**src/box_pkg.sv**
```systemverilog
package box_pkg;

  // frame geometry
  localparam int IMG_COLS = 16;
  localparam int IMG_ROWS = 12;

  // window
  localparam int WIN      = 9;
  localparam int WIN_AREA = WIN * WIN;

  // data widths
  localparam int PIX_W = 8;
  localparam int COL_W = 12;
  // 81 * 255 = 20655 still fits
  localparam int SUM_W = 15;

  localparam int COL_IDX_W = 5;
  localparam int ROW_IDX_W = 5;

  // accepted pixel to o_bin_valid
  localparam int PIPE_LAT = 8;

  typedef logic [PIX_W-1:0] pix_t;
  typedef logic [COL_W-1:0] col_sum_t;
  typedef logic [SUM_W-1:0] win_sum_t;

endpackage
```
**src/local_mean_top.sv**
```systemverilog
`timescale 1ns/100ps

module local_mean_top (
  input  logic              clk,
  input  logic              rst_n,
  input  logic              i_sof,
  input  logic              i_pix_valid,
  input  box_pkg::pix_t     i_pix,
  output logic              o_bin_valid,
  output logic              o_bin,
  output box_pkg::win_sum_t o_win_sum,
  output box_pkg::pix_t     o_centre
);

  import box_pkg::*;

  logic                 accept;
  logic [COL_IDX_W-1:0] col;
  logic                 ld;
  logic                 sub_en;
  logic                 win_done;
  pix_t                 col_pix [WIN];
  logic                 col_valid;
  win_sum_t             sum;
  pix_t                 centre;
  logic                 sum_valid;

  frame_ctrl u_ctrl (
    .clk         (clk),
    .rst_n       (rst_n),
    .i_sof       (i_sof),
    .i_pix_valid (i_pix_valid),
    .o_accept    (accept),
    .o_col       (col),
    .o_ld        (ld),
    .o_sub_en    (sub_en),
    .o_win_done  (win_done)
  );

  line_buffer u_lbuf (
    .clk         (clk),
    .rst_n       (rst_n),
    .i_accept    (accept),
    .i_col       (col),
    .i_pix       (i_pix),
    .o_col_pix   (col_pix),
    .o_col_valid (col_valid)
  );

  window_sum u_wsum (
    .clk         (clk),
    .rst_n       (rst_n),
    .i_col_pix   (col_pix),
    .i_col_valid (col_valid),
    .i_ld        (ld),
    .i_sub_en    (sub_en),
    .i_win_done  (win_done),
    .o_sum       (sum),
    .o_centre    (centre),
    .o_sum_valid (sum_valid)
  );

  binarize u_bin (
    .clk         (clk),
    .rst_n       (rst_n),
    .i_sum       (sum),
    .i_centre    (centre),
    .i_valid     (sum_valid),
    .o_bin_valid (o_bin_valid),
    .o_bin       (o_bin),
    .o_win_sum   (o_win_sum),
    .o_centre    (o_centre)
  );

endmodule

```
**src/binarize.sv**
```systemverilog
`timescale 1ns/100ps

module binarize (
  input  logic              clk,
  input  logic              rst_n,
  input  box_pkg::win_sum_t i_sum,
  input  box_pkg::pix_t     i_centre,
  input  logic              i_valid,
  output logic              o_bin_valid,
  output logic              o_bin,
  output box_pkg::win_sum_t o_win_sum,
  output box_pkg::pix_t     o_centre
);

  import box_pkg::*;

  win_sum_t centre_scaled;

  // centre > mean without a divide
  assign centre_scaled = win_sum_t'(i_centre) * win_sum_t'(WIN_AREA);

  always_ff @(posedge clk) begin
    o_bin     <= (centre_scaled > i_sum);
    o_win_sum <= i_sum;
    o_centre  <= i_centre;
  end

  always_ff @(posedge clk) begin
    if (!rst_n) begin
      o_bin_valid <= 1'b0;
    end else begin
      o_bin_valid <= i_valid;
    end
  end

endmodule

```
**src/window_sum.sv**
```systemverilog
`timescale 1ns/100ps

module window_sum (
  input  logic              clk,
  input  logic              rst_n,
  input  box_pkg::pix_t     i_col_pix [box_pkg::WIN],
  input  logic              i_col_valid,
  input  logic              i_ld,
  input  logic              i_sub_en,
  input  logic              i_win_done,
  output box_pkg::win_sum_t o_sum,
  output box_pkg::pix_t     o_centre,
  output logic              o_sum_valid
);

  import box_pkg::*;

  pix_t             col_q [WIN];
  logic [PIX_W:0]   pair_sum [4];
  logic [PIX_W+1:0] quad_sum [2];
  logic [COL_W-2:0] oct_sum;
  pix_t             ninth_q;
  logic [COL_W-2:0] ninth_ext;
  col_sum_t         col_sum;
  col_sum_t         col_old;
  logic             ld_q;
  logic             sub_q;
  logic             win_q;
  logic             cv_q;
  logic [SUM_W:0]   old_ext;
  logic [SUM_W:0]   acc_ext;
  win_sum_t         run_sum;

  // input register
  always_ff @(posedge clk) begin
    col_q <= i_col_pix;
  end

  // ------------------------------
  // column adder tree
  // ------------------------------
  for (genvar p = 0; p < 4; p++) begin : g_pair
    adder_stage #(.WIDTH(PIX_W)) u_pair (
      .clk   (clk),
      .rst_n (rst_n),
      .i_a   (col_q[2*p]),
      .i_b   (col_q[2*p+1]),
      .o_sum (pair_sum[p])
    );
  end

  for (genvar q = 0; q < 2; q++) begin : g_quad
    adder_stage #(.WIDTH(PIX_W + 1)) u_quad (
      .clk   (clk),
      .rst_n (rst_n),
      .i_a   (pair_sum[2*q]),
      .i_b   (pair_sum[2*q+1]),
      .o_sum (quad_sum[q])
    );
  end

  adder_stage #(.WIDTH(PIX_W + 2)) u_oct (
    .clk   (clk),
    .rst_n (rst_n),
    .i_a   (quad_sum[0]),
    .i_b   (quad_sum[1]),
    .o_sum (oct_sum)
  );

  // bottom pixel waits out the three tree levels
  delay_line #(.T(pix_t), .DEPTH(3)) u_ninth_dly (
    .clk   (clk),
    .rst_n (rst_n),
    .i_d   (col_q[WIN-1]),
    .o_q   (ninth_q)
  );

  assign ninth_ext = (COL_W - 1)'(ninth_q);

  adder_stage #(.WIDTH(COL_W - 1)) u_col_add (
    .clk   (clk),
    .rst_n (rst_n),
    .i_a   (oct_sum),
    .i_b   (ninth_ext),
    .o_sum (col_sum)
  );

  // ------------------------------
  // history and strobe alignment
  // ------------------------------
  delay_line #(.T(col_sum_t), .DEPTH(WIN)) u_hist (
    .clk   (clk),
    .rst_n (rst_n),
    .i_d   (col_sum),
    .o_q   (col_old)
  );

  // four columns back plus five stages after col_q
  delay_line #(.T(pix_t), .DEPTH(WIN)) u_centre (
    .clk   (clk),
    .rst_n (rst_n),
    .i_d   (col_q[WIN/2]),
    .o_q   (o_centre)
  );

  // strobes line up with col_sum
  delay_line #(.T(logic), .DEPTH(PIPE_LAT - 2)) u_ld_dly (
    .clk   (clk),
    .rst_n (rst_n),
    .i_d   (i_ld),
    .o_q   (ld_q)
  );

  delay_line #(.T(logic), .DEPTH(PIPE_LAT - 2)) u_sub_dly (
    .clk   (clk),
    .rst_n (rst_n),
    .i_d   (i_sub_en),
    .o_q   (sub_q)
  );

  delay_line #(.T(logic), .DEPTH(PIPE_LAT - 2)) u_win_dly (
    .clk   (clk),
    .rst_n (rst_n),
    .i_d   (i_win_done),
    .o_q   (win_q)
  );

  // column valid is already one cycle in
  delay_line #(.T(logic), .DEPTH(PIPE_LAT - 3)) u_cv_dly (
    .clk   (clk),
    .rst_n (rst_n),
    .i_d   (i_col_valid),
    .o_q   (cv_q)
  );

  // running horizontal sum
  assign old_ext = sub_q ? (SUM_W + 1)'(col_old) : '0;
  assign acc_ext = {1'b0, run_sum} + (SUM_W + 1)'(col_sum) - old_ext;

  always_ff @(posedge clk) begin
    if (cv_q) begin
      if (ld_q) begin
        run_sum <= win_sum_t'(col_sum);
      end else begin
        run_sum <= acc_ext[SUM_W-1:0];
      end
    end
  end

  always_ff @(posedge clk) begin
    if (!rst_n) begin
      o_sum_valid <= 1'b0;
    end else begin
      o_sum_valid <= cv_q && win_q;
    end
  end

  assign o_sum = run_sum;

  // history must hold exactly the column added nine columns ago
  a_no_underflow : assert property (@(posedge clk) disable iff (!rst_n)
    (cv_q && win_q && sub_q && !ld_q) |-> !acc_ext[SUM_W]);

endmodule

```
**src/frame_ctrl.sv**
```systemverilog
`timescale 1ns/100ps

module frame_ctrl (
  input  logic                          clk,
  input  logic                          rst_n,
  input  logic                          i_sof,
  input  logic                          i_pix_valid,
  output logic                          o_accept,
  output logic [box_pkg::COL_IDX_W-1:0] o_col,
  output logic                          o_ld,
  output logic                          o_sub_en,
  output logic                          o_win_done
);

  import box_pkg::*;

  logic [COL_IDX_W-1:0] col_cnt;
  logic [ROW_IDX_W-1:0] row_cnt;
  logic [COL_IDX_W-1:0] cur_col;
  logic [ROW_IDX_W-1:0] cur_row;
  logic                 row_end;
  logic                 frame_end;

  // sof marks the pixel it comes with as row 0, column 0
  assign cur_col   = i_sof ? '0 : col_cnt;
  assign cur_row   = i_sof ? '0 : row_cnt;
  assign row_end   = (cur_col == COL_IDX_W'(IMG_COLS - 1));
  assign frame_end = (cur_row == ROW_IDX_W'(IMG_ROWS - 1));

  // ------------------------------
  // position counters
  // ------------------------------
  always_ff @(posedge clk) begin
    if (!rst_n) begin
      col_cnt <= '0;
      row_cnt <= '0;
    end else if (i_pix_valid) begin
      if (row_end) begin
        col_cnt <= '0;
        if (frame_end) begin
          row_cnt <= '0;
        end else begin
          row_cnt <= cur_row + 1'b1;
        end
      end else begin
        col_cnt <= cur_col + 1'b1;
        row_cnt <= cur_row;
      end
    end else if (i_sof) begin
      col_cnt <= '0;
      row_cnt <= '0;
    end
  end

  // ------------------------------
  // strobes for the accepted pixel
  // ------------------------------
  assign o_accept   = i_pix_valid;
  assign o_col      = cur_col;
  assign o_ld       = i_pix_valid && (cur_col == '0);
  assign o_sub_en   = i_pix_valid && (cur_col >= WIN);
  assign o_win_done = i_pix_valid && (cur_row >= WIN - 1) && (cur_col >= WIN - 1);

  // rows arrive without holes, gaps only between rows
  a_row_unbroken : assert property (@(posedge clk) disable iff (!rst_n)
    (i_pix_valid && !row_end) |=> i_pix_valid);

endmodule

```
**src/adder_stage.sv**
```systemverilog
`timescale 1ns/100ps

module adder_stage #(
  parameter int WIDTH = 8
) (
  input  logic             clk,
  input  logic             rst_n,
  input  logic [WIDTH-1:0] i_a,
  input  logic [WIDTH-1:0] i_b,
  output logic [WIDTH:0]   o_sum
);

  // one tree node, carry kept in the extra bit
  always_ff @(posedge clk) begin
    if (!rst_n) begin
      o_sum <= '0;
    end else begin
      o_sum <= i_a + i_b;
    end
  end

endmodule

```
**src/line_buffer.sv**
```systemverilog
`timescale 1ns/100ps

module line_buffer (
  input  logic                          clk,
  input  logic                          rst_n,
  input  logic                          i_accept,
  input  logic [box_pkg::COL_IDX_W-1:0] i_col,
  input  box_pkg::pix_t                 i_pix,
  output box_pkg::pix_t                 o_col_pix [box_pkg::WIN],
  output logic                          o_col_valid
);

  import box_pkg::*;

  // row 0 is the oldest row held
  pix_t                          row_mem [WIN-1][IMG_COLS];
  logic [$clog2(IMG_COLS)-1:0]   rd_addr;

  assign rd_addr = i_col[$clog2(IMG_COLS)-1:0];

  // ------------------------------
  // read column, then shift it up
  // ------------------------------
  always_ff @(posedge clk) begin
    if (i_accept) begin
      for (int r = 0; r < WIN - 1; r++) begin
        o_col_pix[r] <= row_mem[r][rd_addr];
      end
      o_col_pix[WIN-1] <= i_pix;

      // every row moves up one, new pixel goes to the bottom row
      for (int r = 0; r < WIN - 2; r++) begin
        row_mem[r][rd_addr] <= row_mem[r+1][rd_addr];
      end
      row_mem[WIN-2][rd_addr] <= i_pix;
    end
  end

  always_ff @(posedge clk) begin
    if (!rst_n) begin
      o_col_valid <= 1'b0;
    end else begin
      o_col_valid <= i_accept;
    end
  end

endmodule

```
**src/delay_line.sv**
```systemverilog
`timescale 1ns/100ps

module delay_line #(
  parameter type T     = logic,
  parameter int  DEPTH = 1
) (
  input  logic clk,
  input  logic rst_n,
  input  T     i_d,
  output T     o_q
);

  T stage_q [DEPTH];

  always_ff @(posedge clk) begin
    if (!rst_n) begin
      for (int k = 0; k < DEPTH; k++) begin
        stage_q[k] <= '0;
      end
    end else begin
      stage_q[0] <= i_d;
      for (int k = 1; k < DEPTH; k++) begin
        stage_q[k] <= stage_q[k-1];
      end
    end
  end

  // oldest entry
  assign o_q = stage_q[DEPTH-1];

endmodule

```
**config.mk**
```make
export PLATFORM = sky130hd
export DESIGN_NAME = local_mean_top
export DESIGN_NICKNAME = d
export VERILOG_FILES = /design/src/box_pkg.sv /design/src/local_mean_top.sv /design/src/binarize.sv /design/src/window_sum.sv /design/src/frame_ctrl.sv /design/src/adder_stage.sv /design/src/line_buffer.sv /design/src/delay_line.sv
export SDC_FILE = /design/constraint.sdc
export NUM_CORES = 2
export LEC_CHECK = 0
export ABC_AREA = 1
export BUFFER_PORTS_ARGS = -buffer_cell sky130_fd_sc_hd__buf_2
export CAP_MARGIN = 20
export CORE_ASPECT_RATIO = 2
export CORE_MARGIN = 4
export CORE_UTILIZATION = 45
export DETAILED_ROUTE_END_ITERATION = 10
export GPL_TIMING_DRIVEN = 0
export MAX_ROUTING_LAYER = met4
export PLACE_DENSITY = 0.69
export SLEW_MARGIN = 20
export SYNTH_ARGS = -nofsm -noshare
export SYNTH_HDL_FRONTEND = slang
export SYNTH_SLANG_ARGS = --single-unit
export TNS_END_PERCENT = 5
```
**constraint.sdc**
```tcl
create_clock -name clk -period 10.6 [get_ports clk]
set_input_delay 1.06 -clock clk [delete_from_list [all_inputs] [get_ports clk]]
set_output_delay 1.06 -clock clk [all_outputs]
set_load 0.02 [all_outputs]
```
Yosys cells after proc, flatten, opt, wreduce, memory -nomap -nowiden

Memories as Yosys holds them, arrays and structs flattened.
Index checks and enable logic that the tools add are counted.

Register bits after elaboration: 275
Latch bits: 0
Bits in writable memories: 1,251
Bits in read-only memories: 0
Input bits: 12
Output and inout bits: 25
Logic and storage cells: 200
Memories: 8

Add/sub/neg operators: 12
Multipliers: 1
Div/mod/pow operators: 0
Magnitude comparators: 6
Eq/ne operators: 2
Shift-type cells: 0
Multiplexer cells: 83
Bitwise logic cells: 45
Reductions and logical operators: 7

Memory list:

| memory                     | depth | bits a word | rd ports | clocked after Yosys merged registers in | write ports | line              | text |
|---|---|---|---|---|---|---|---|
| u_lbuf.row_mem             | 8     | 128         | 8        | 0                                       | 8           | line_buffer.sv:16 | `pix_t row_mem [WIN-1][IMG_COLS];` |
| u_wsum.u_hist.stage_q      | 9     | 12          | 9        | 0                                       | 9           | delay_line.sv:13  | `T stage_q [DEPTH];` |
| u_wsum.u_centre.stage_q    | 9     | 8           | 9        | 0                                       | 9           | delay_line.sv:13  |  |
| u_wsum.u_ninth_dly.stage_q | 3     | 8           | 3        | 0                                       | 3           | delay_line.sv:13  |  |
| u_wsum.u_ld_dly.stage_q    | 6     | 1           | 6        | 0                                       | 6           | delay_line.sv:13  |  |
| u_wsum.u_sub_dly.stage_q   | 6     | 1           | 6        | 0                                       | 6           | delay_line.sv:13  |  |
| +2 memories                | -     | -           | -        | -                                       | -           | -                 |  |

Operators with widths:

| cell                                                 | count |
|---|---|
| binary-select mux 8 bit (select 4 bit)               | 8 |
| two-way mux 8 bit                                    | 29 |
| two-way mux 12 bit                                   | 11 |
| two-way mux 128 bit                                  | 1 |
| bitwise OR 1 bit                                     | 44 |
| adder 8 x 8 -> 9 bit                                 | 4 |
| two-way mux 5 bit                                    | 7 |
| demux 8 bit (select 4 bit)                           | 1 |
| two-way mux 1 bit                                    | 26 |
| adder 9 x 9 -> 10 bit                                | 2 |
| adder 15 x 12 -> 15 bit                              | 1 |
| >= comparator 5 x 4 -> 1 bit (second input constant) | 3 |
| > comparator 15 bit                                  | 1 |
| multiplier 8 x 7 -> 15 bit (second input constant)   | 1 |
| subtractor 15 x 12 -> 15 bit                         | 1 |
| adder 11 x 8 -> 12 bit                               | 1 |
| adder 10 x 10 -> 11 bit                              | 1 |
| adder 5 x 1 -> 5 bit (second input constant)         | 2 |
| == test 5 x 4 -> 1 bit (second input constant)       | 2 |
| logical AND 1 bit                                    | 6 |
| >= comparator 5 bit (second input constant)          | 1 |
| zero test 5 bit                                      | 1 |
| < comparator 5 x 1 -> 1 bit (second input constant)  | 1 |
| NOT 4 -> 5 bit                                       | 1 |

Longest topological paths before layout

Depth in word-level cells: 7
Mapped depth: 19
Gate-level depth less buffers: 19

Modules after synthesis

From an unflattened synthesis, not the netlist that was laid out.

Cells, all modules: 6,411
Area total of the unflattened synthesis: 62,777.7 um^2

Modules (own cells, without submodules):

| module                                     | times used | cells each | area an instance (um^2) | sequential area each (um^2) |
|---|---|---|---|---|
| line_buffer                                | 1          | 4,206      | 44,879.3                | 32,931.6 |
| window_sum                                 | 1          | 380        | 3,457.1                 | 1,911.8 |
| delay_line at u_wsum.u_hist                | 1          | 348        | 3,144.3                 | 2,162.1 |
| adder_stage at u_wsum.g_pair[0].u_pair ... | 4          | 82         | 596.8                   | 180.2 |
| delay_line at u_wsum.u_centre              | 1          | 232        | 2,132.0                 | 1,441.4 |
| binarize                                   | 1          | 190        | 1,674.1                 | 500.5 |
| adder_stage at u_wsum.g_quad[0].u_quad ... | 2          | 114        | 739.5                   | 200.2 |
| adder_stage at u_wsum.u_col_add            | 1          | 141        | 888.4                   | 240.2 |
| adder_stage at u_wsum.u_oct                | 1          | 114        | 762.0                   | 220.2 |
| delay_line at u_wsum.u_ninth_dly           | 1          | 82         | 743.2                   | 480.5 |
| frame_ctrl                                 | 1          | 93         | 598.1                   | 200.2 |
| delay_line at u_wsum.u_ld_dly ...          | 3          | 18         | 165.2                   | 120.1 |
| delay_line at u_wsum.u_cv_dly              | 1          | 15         | 137.6                   | 100.1 |

Worst setup path before layout

No wires, ideal clock.

Kind: input -> register
Start point: in i_sof
End point: mem u_lbuf.row_mem[0][192] (netlist bit) (enable)
Library setup time: 0.565 ns
Arrival: 6.411 ns
Required time: 10.035 ns
Path slack: 3.624 ns
Stages on the path: 7
Path buffers: 3
Cell sequence: nor2_1 buf_4 buf_2 buf_2 ha_1 nand2_1 nor3_1

RTL lines:

| element            | line                | text |
|---|---|---|
| start: declaration | local_mean_top.sv:6 | `input logic i_sof,` |
| end: declaration   | line_buffer.sv:16   |  |

==> summary.txt <==
Clocking
  • Num Clock Sinks: 1,526
  • Clk buf depth: 3
  • CTS resizes: 0
  • Htree depth: 3
  • Worst-Skew Late Latency: 780 ps
  • Postcts setup bufs: 0
  • Num CTS Buffers: 118
  • Clock Tree Root: clkbuf_16
  • Hold_buf cts: 0
  • Clk pin slew, worst setup/hold paths: 70 ps
  • TritonCTS clock tree: done

Critical path
  • Critical Path AT: 4660 ps
  • WP buf/inv: 11
  • CP delay by family, top: buffers and inverters
  • Most used cell, CP: buf_4
  • Worst-path cell chain: buf_2 -> inv_2 -> nand2_4 -> inv_2 -> buf_4 -> buf_2 -> ha_1 -> nand2_1 -> nor3_2 -> buf_4 -> buf_4 -> buf_4 -> buf_6 -> buf_4 -> buf_4
  • CP Data Required Time: 11,070 ps
  • Critical path startpoint category: primary input
  • Reg2reg path depth: 14
  • CP max FO: 11
  • CP peak stage delay: 300 ps
  • CP Depth: 15
  • Critical Path End Type: flip-flop
  • CP Class: in2reg
  • Slowest cell on crit path: inv_2

Power
  • Switching part of the total: 0.244
  • Worst vdd ir: 162 uV
  • Clock network fraction of total power: 0.368
  • Psw: 3.03 mW
  • Tot Pwr: 12.4 mW
  • PwrDens: 186 mW/mm2
  • Internal: 9.40 mW
  • Comb power frac: 0.089
  • Sequential share of power: 0.543
  • Leak: 26.6 nW

Synth
  • Seq cells post-synth: 1,526
  • Async SR Flop Fraction: 0
  • Distinct cells, synth: 37
  • Main flop type after synthesis: edfxtp_1
  • Yosys Warn Count: 0
  • Mapped Area: 0.0589 mm2
  • Synth Instances: 5,189
  • Post-synth EDFFs: 1,111
  • Post-Syn Area per Cell: 11.4 um2
  • Sequential-to-total area share from yosys stat: 0.707
  • Net Count, Synth: 5,360

Global route
  • First-pass GRT wire length: 244,000 um
  • Initial antenna violation count: 5
  • GRT Overall Usage: 0.244
  • Largest net degree at the start of global routing: 55
  • Number of global-route vias before repair: 40.3k
  • GRT overflow: 0

Floorplanning
  • Die width: 264 um
  • Core Area: 0.130 mm2
  • DIE AREA: 0.137 mm2
  • IO Pins: 37
  • Initial core utilization: 0.454
  • Num rows: 187
  • Die height: 520 um

Timing
  • Final min period: 4190 ps
  • Slew Limit Fails: 0
  • Final Setup Violations: 0
  • Fin crit share: 0.395
  • Worst Tran Pin Value: 1020 ps
  • Final setup skew: 76.4 ps
  • Final hold violation count: 0
  • Slew Limit Headroom: 0.316
  • RSZ-0062 raised after global routing: false
  • Maximum clock rate: 239 MHz
  • TNS Setup: 0 ps

Routing
  • Final WL: 166,000 um
  • Vias: 39.6k
  • Wire per inst: 23.0 um
  • Via/cell ratio: 5.48
  • First-pass detailed-route iteration total: 6
  • Drt drc: 0
  • Post-DRT Antenna Nets: 0
  • DR iter-0 viols: 3,767

Final layout
  • Area Growth Syn to Fin: 13.3%
  • Design area: 0.0667 mm2
  • Final Net Count: 5,577
  • Layout cells sized above 1: 0.0721

Placed design
  • DP HPWL: 119,000 um
  • Placed instance area: 0.0627 mm2
  • PortBufs: 35
  • RePlAce Congestion: 0.920

Hold path
  • Hold Crit Class: reg2reg
  • Hold depth: 0

Outcome
  • Status: finished, final reports clean

Flow run
  • Max-Cap Viols: 0
==> flip-flops by register name (all words and copies together) (netlist names), 6 cells and up <==
name and cells:
u_bin.o_centre 8, u_wsum.u_win_dly.stage_q 6, u_lbuf.o_col_pix 72, u_wsum.u_oct.o_sum 11, u_wsum.u_col_add.o_sum 12, u_wsum.g_quad.u_quad.o_sum 20, u_wsum.u_ninth_dly.stage_q 24, u_wsum.o_sum 15
u_wsum.u_centre.stage_q 72, u_wsum.u_hist.stage_q 108, u_lbuf.row_mem 1024, u_wsum.u_ld_dly.stage_q 6, u_wsum.u_sub_dly.stage_q 6, u_bin.o_win_sum 15, u_wsum.g_pair.u_pair.o_sum 36, u_wsum.col_q 72
==> cell families (layout without fill, tap and decap cells) <==
logic type,Yosys count,in the layout,share of synthesized area
buffers and inverters,781,1100,0.0522
adders and majority gates,159,159,0.0366
xor gates and xnor gates,12,12,0.00178
AOI/OAI and AO/OA,964,964,0.0857
and+or+nand+nor,1747,1747,0.116
DFF,1526,1526,0.707
other,0,5,0
==> layout make-up <==
class	instances	area (um2)
diodes	5	12.5
plain buffers	235	1020
clock buffers	159	3310
clock inverters	63	706
fillers	10900	63100
inverters	546	2050
multi-input cells	2882	14300
flip-flops and latches	1526	41700
well taps	1701	2130
repair buffers	97	1530
==> layer usage <==
layer	track usage	vias up	routed length, um
met2	0.451	1851	89800
met1	0.216	19000	49300
met3	0.0348	727	9940
met4	0.202	0	17000
met5	-	-	0
li1	-	18000	-
==> stage by stage <==
| step | util | setup slack [ps] | std cells | hold WS, ps |
|---|---|---|---|---|
| 4_1_cts | 0.514 | 6520 | 7209 | 338 |
| 3_5_place_dp | 0.483 | 5760 | 6987 | 327 |
| 2_1_floorplan | - | 3620 | 5189 | 323 |
| 3_3_place_gp | 0.471 | -2100 | 6925 | 324 |
| 6_report | 0.514 | 6410 | 7214 | 337 |
| 5_1_grt | 0.514 | 6300 | 7213 | 344 |
==> cells in the final DEF (no fill, tap or decap), drive strengths merged, types with 6 or more instances in the layout <==
master,synthesis,final
buf,95,192
a21oi,112,112
nand2,811,811
nor3,8,8
nand4,19,19
o22ai,130,130
inv,546,555
ha,137,137
o21ai,694,694
o21bai,8,8
dfxtp,415,415
nor2,749,749
nand3,151,151
edfxtp,1111,1111
fa,22,22
clkbuf,140,299
bufinv,0,10
clkinv,0,44
a31oi,6,6
xor2,10,10
==> worst paths after layout <==
| kind | startpoint | to | slack, ps |
|---|---|---|---|
| max | i_sof | u_lbuf.row_mem[1][192] | 6410 |
| min | u_lbuf.o_col_pix[64] | u_wsum.col_q[64] | 340 |
| max reg2reg | u_ctrl.col_cnt[0] | u_lbuf.row_mem[1][192] | 6410 |
| min reg2reg | u_lbuf.o_col_pix[64] | u_wsum.col_q[64] | 340 |
==> power by group through the flow <==
| stage | clock, mW | sequential (mW) | combinational [mW] |
|---|---|---|---|
| after floorplan | 0 | 6.83 | 0.674 |
| after global placement | 0 | 6.88 | 1.05 |
| after detailed placement | 0 | 6.88 | 1.09 |
| after CTS | 4.61 | 6.75 | 1.09 |
| after global routing | 4.84 | 6.76 | 1.22 |
| final | 4.58 | 6.75 | 1.10 |
==> synthesized netlist by cell type, types with 2 or more instances <==
library cell  count  area share
o21a_1            5     0.00064
nand2_1         809       0.052
or2_2             2     0.00021
a31oi_1           6     0.00064
nand3_1         151       0.013
inv_1           542       0.035
o21ai_1          99      0.0084
ha_1            137       0.029
buf_6             3     0.00057
nor3_1            7     0.00059
a21o_1            4     0.00051
buf_4             6     0.00076
a21oi_1         112      0.0095
nor2_1          748       0.048
nand4_1          19      0.0020
o21ai_0         595       0.051
and2_1            3     0.00032
edfxtp_1       1111        0.57
nor4_1            2     0.00021
a21boi_0          3     0.00038
dfxtp_1         415        0.14
xor2_1           10      0.0015
buf_1             8     0.00051
o31ai_1           2     0.00025
o21bai_1          8      0.0010
clkbuf_1        140      0.0089
o22ai_1         130       0.014
buf_2            78      0.0066
inv_2             4     0.00025
fa_1             22      0.0075
xnor2_1           2     0.00030
(Power assumes the default switching activity.)
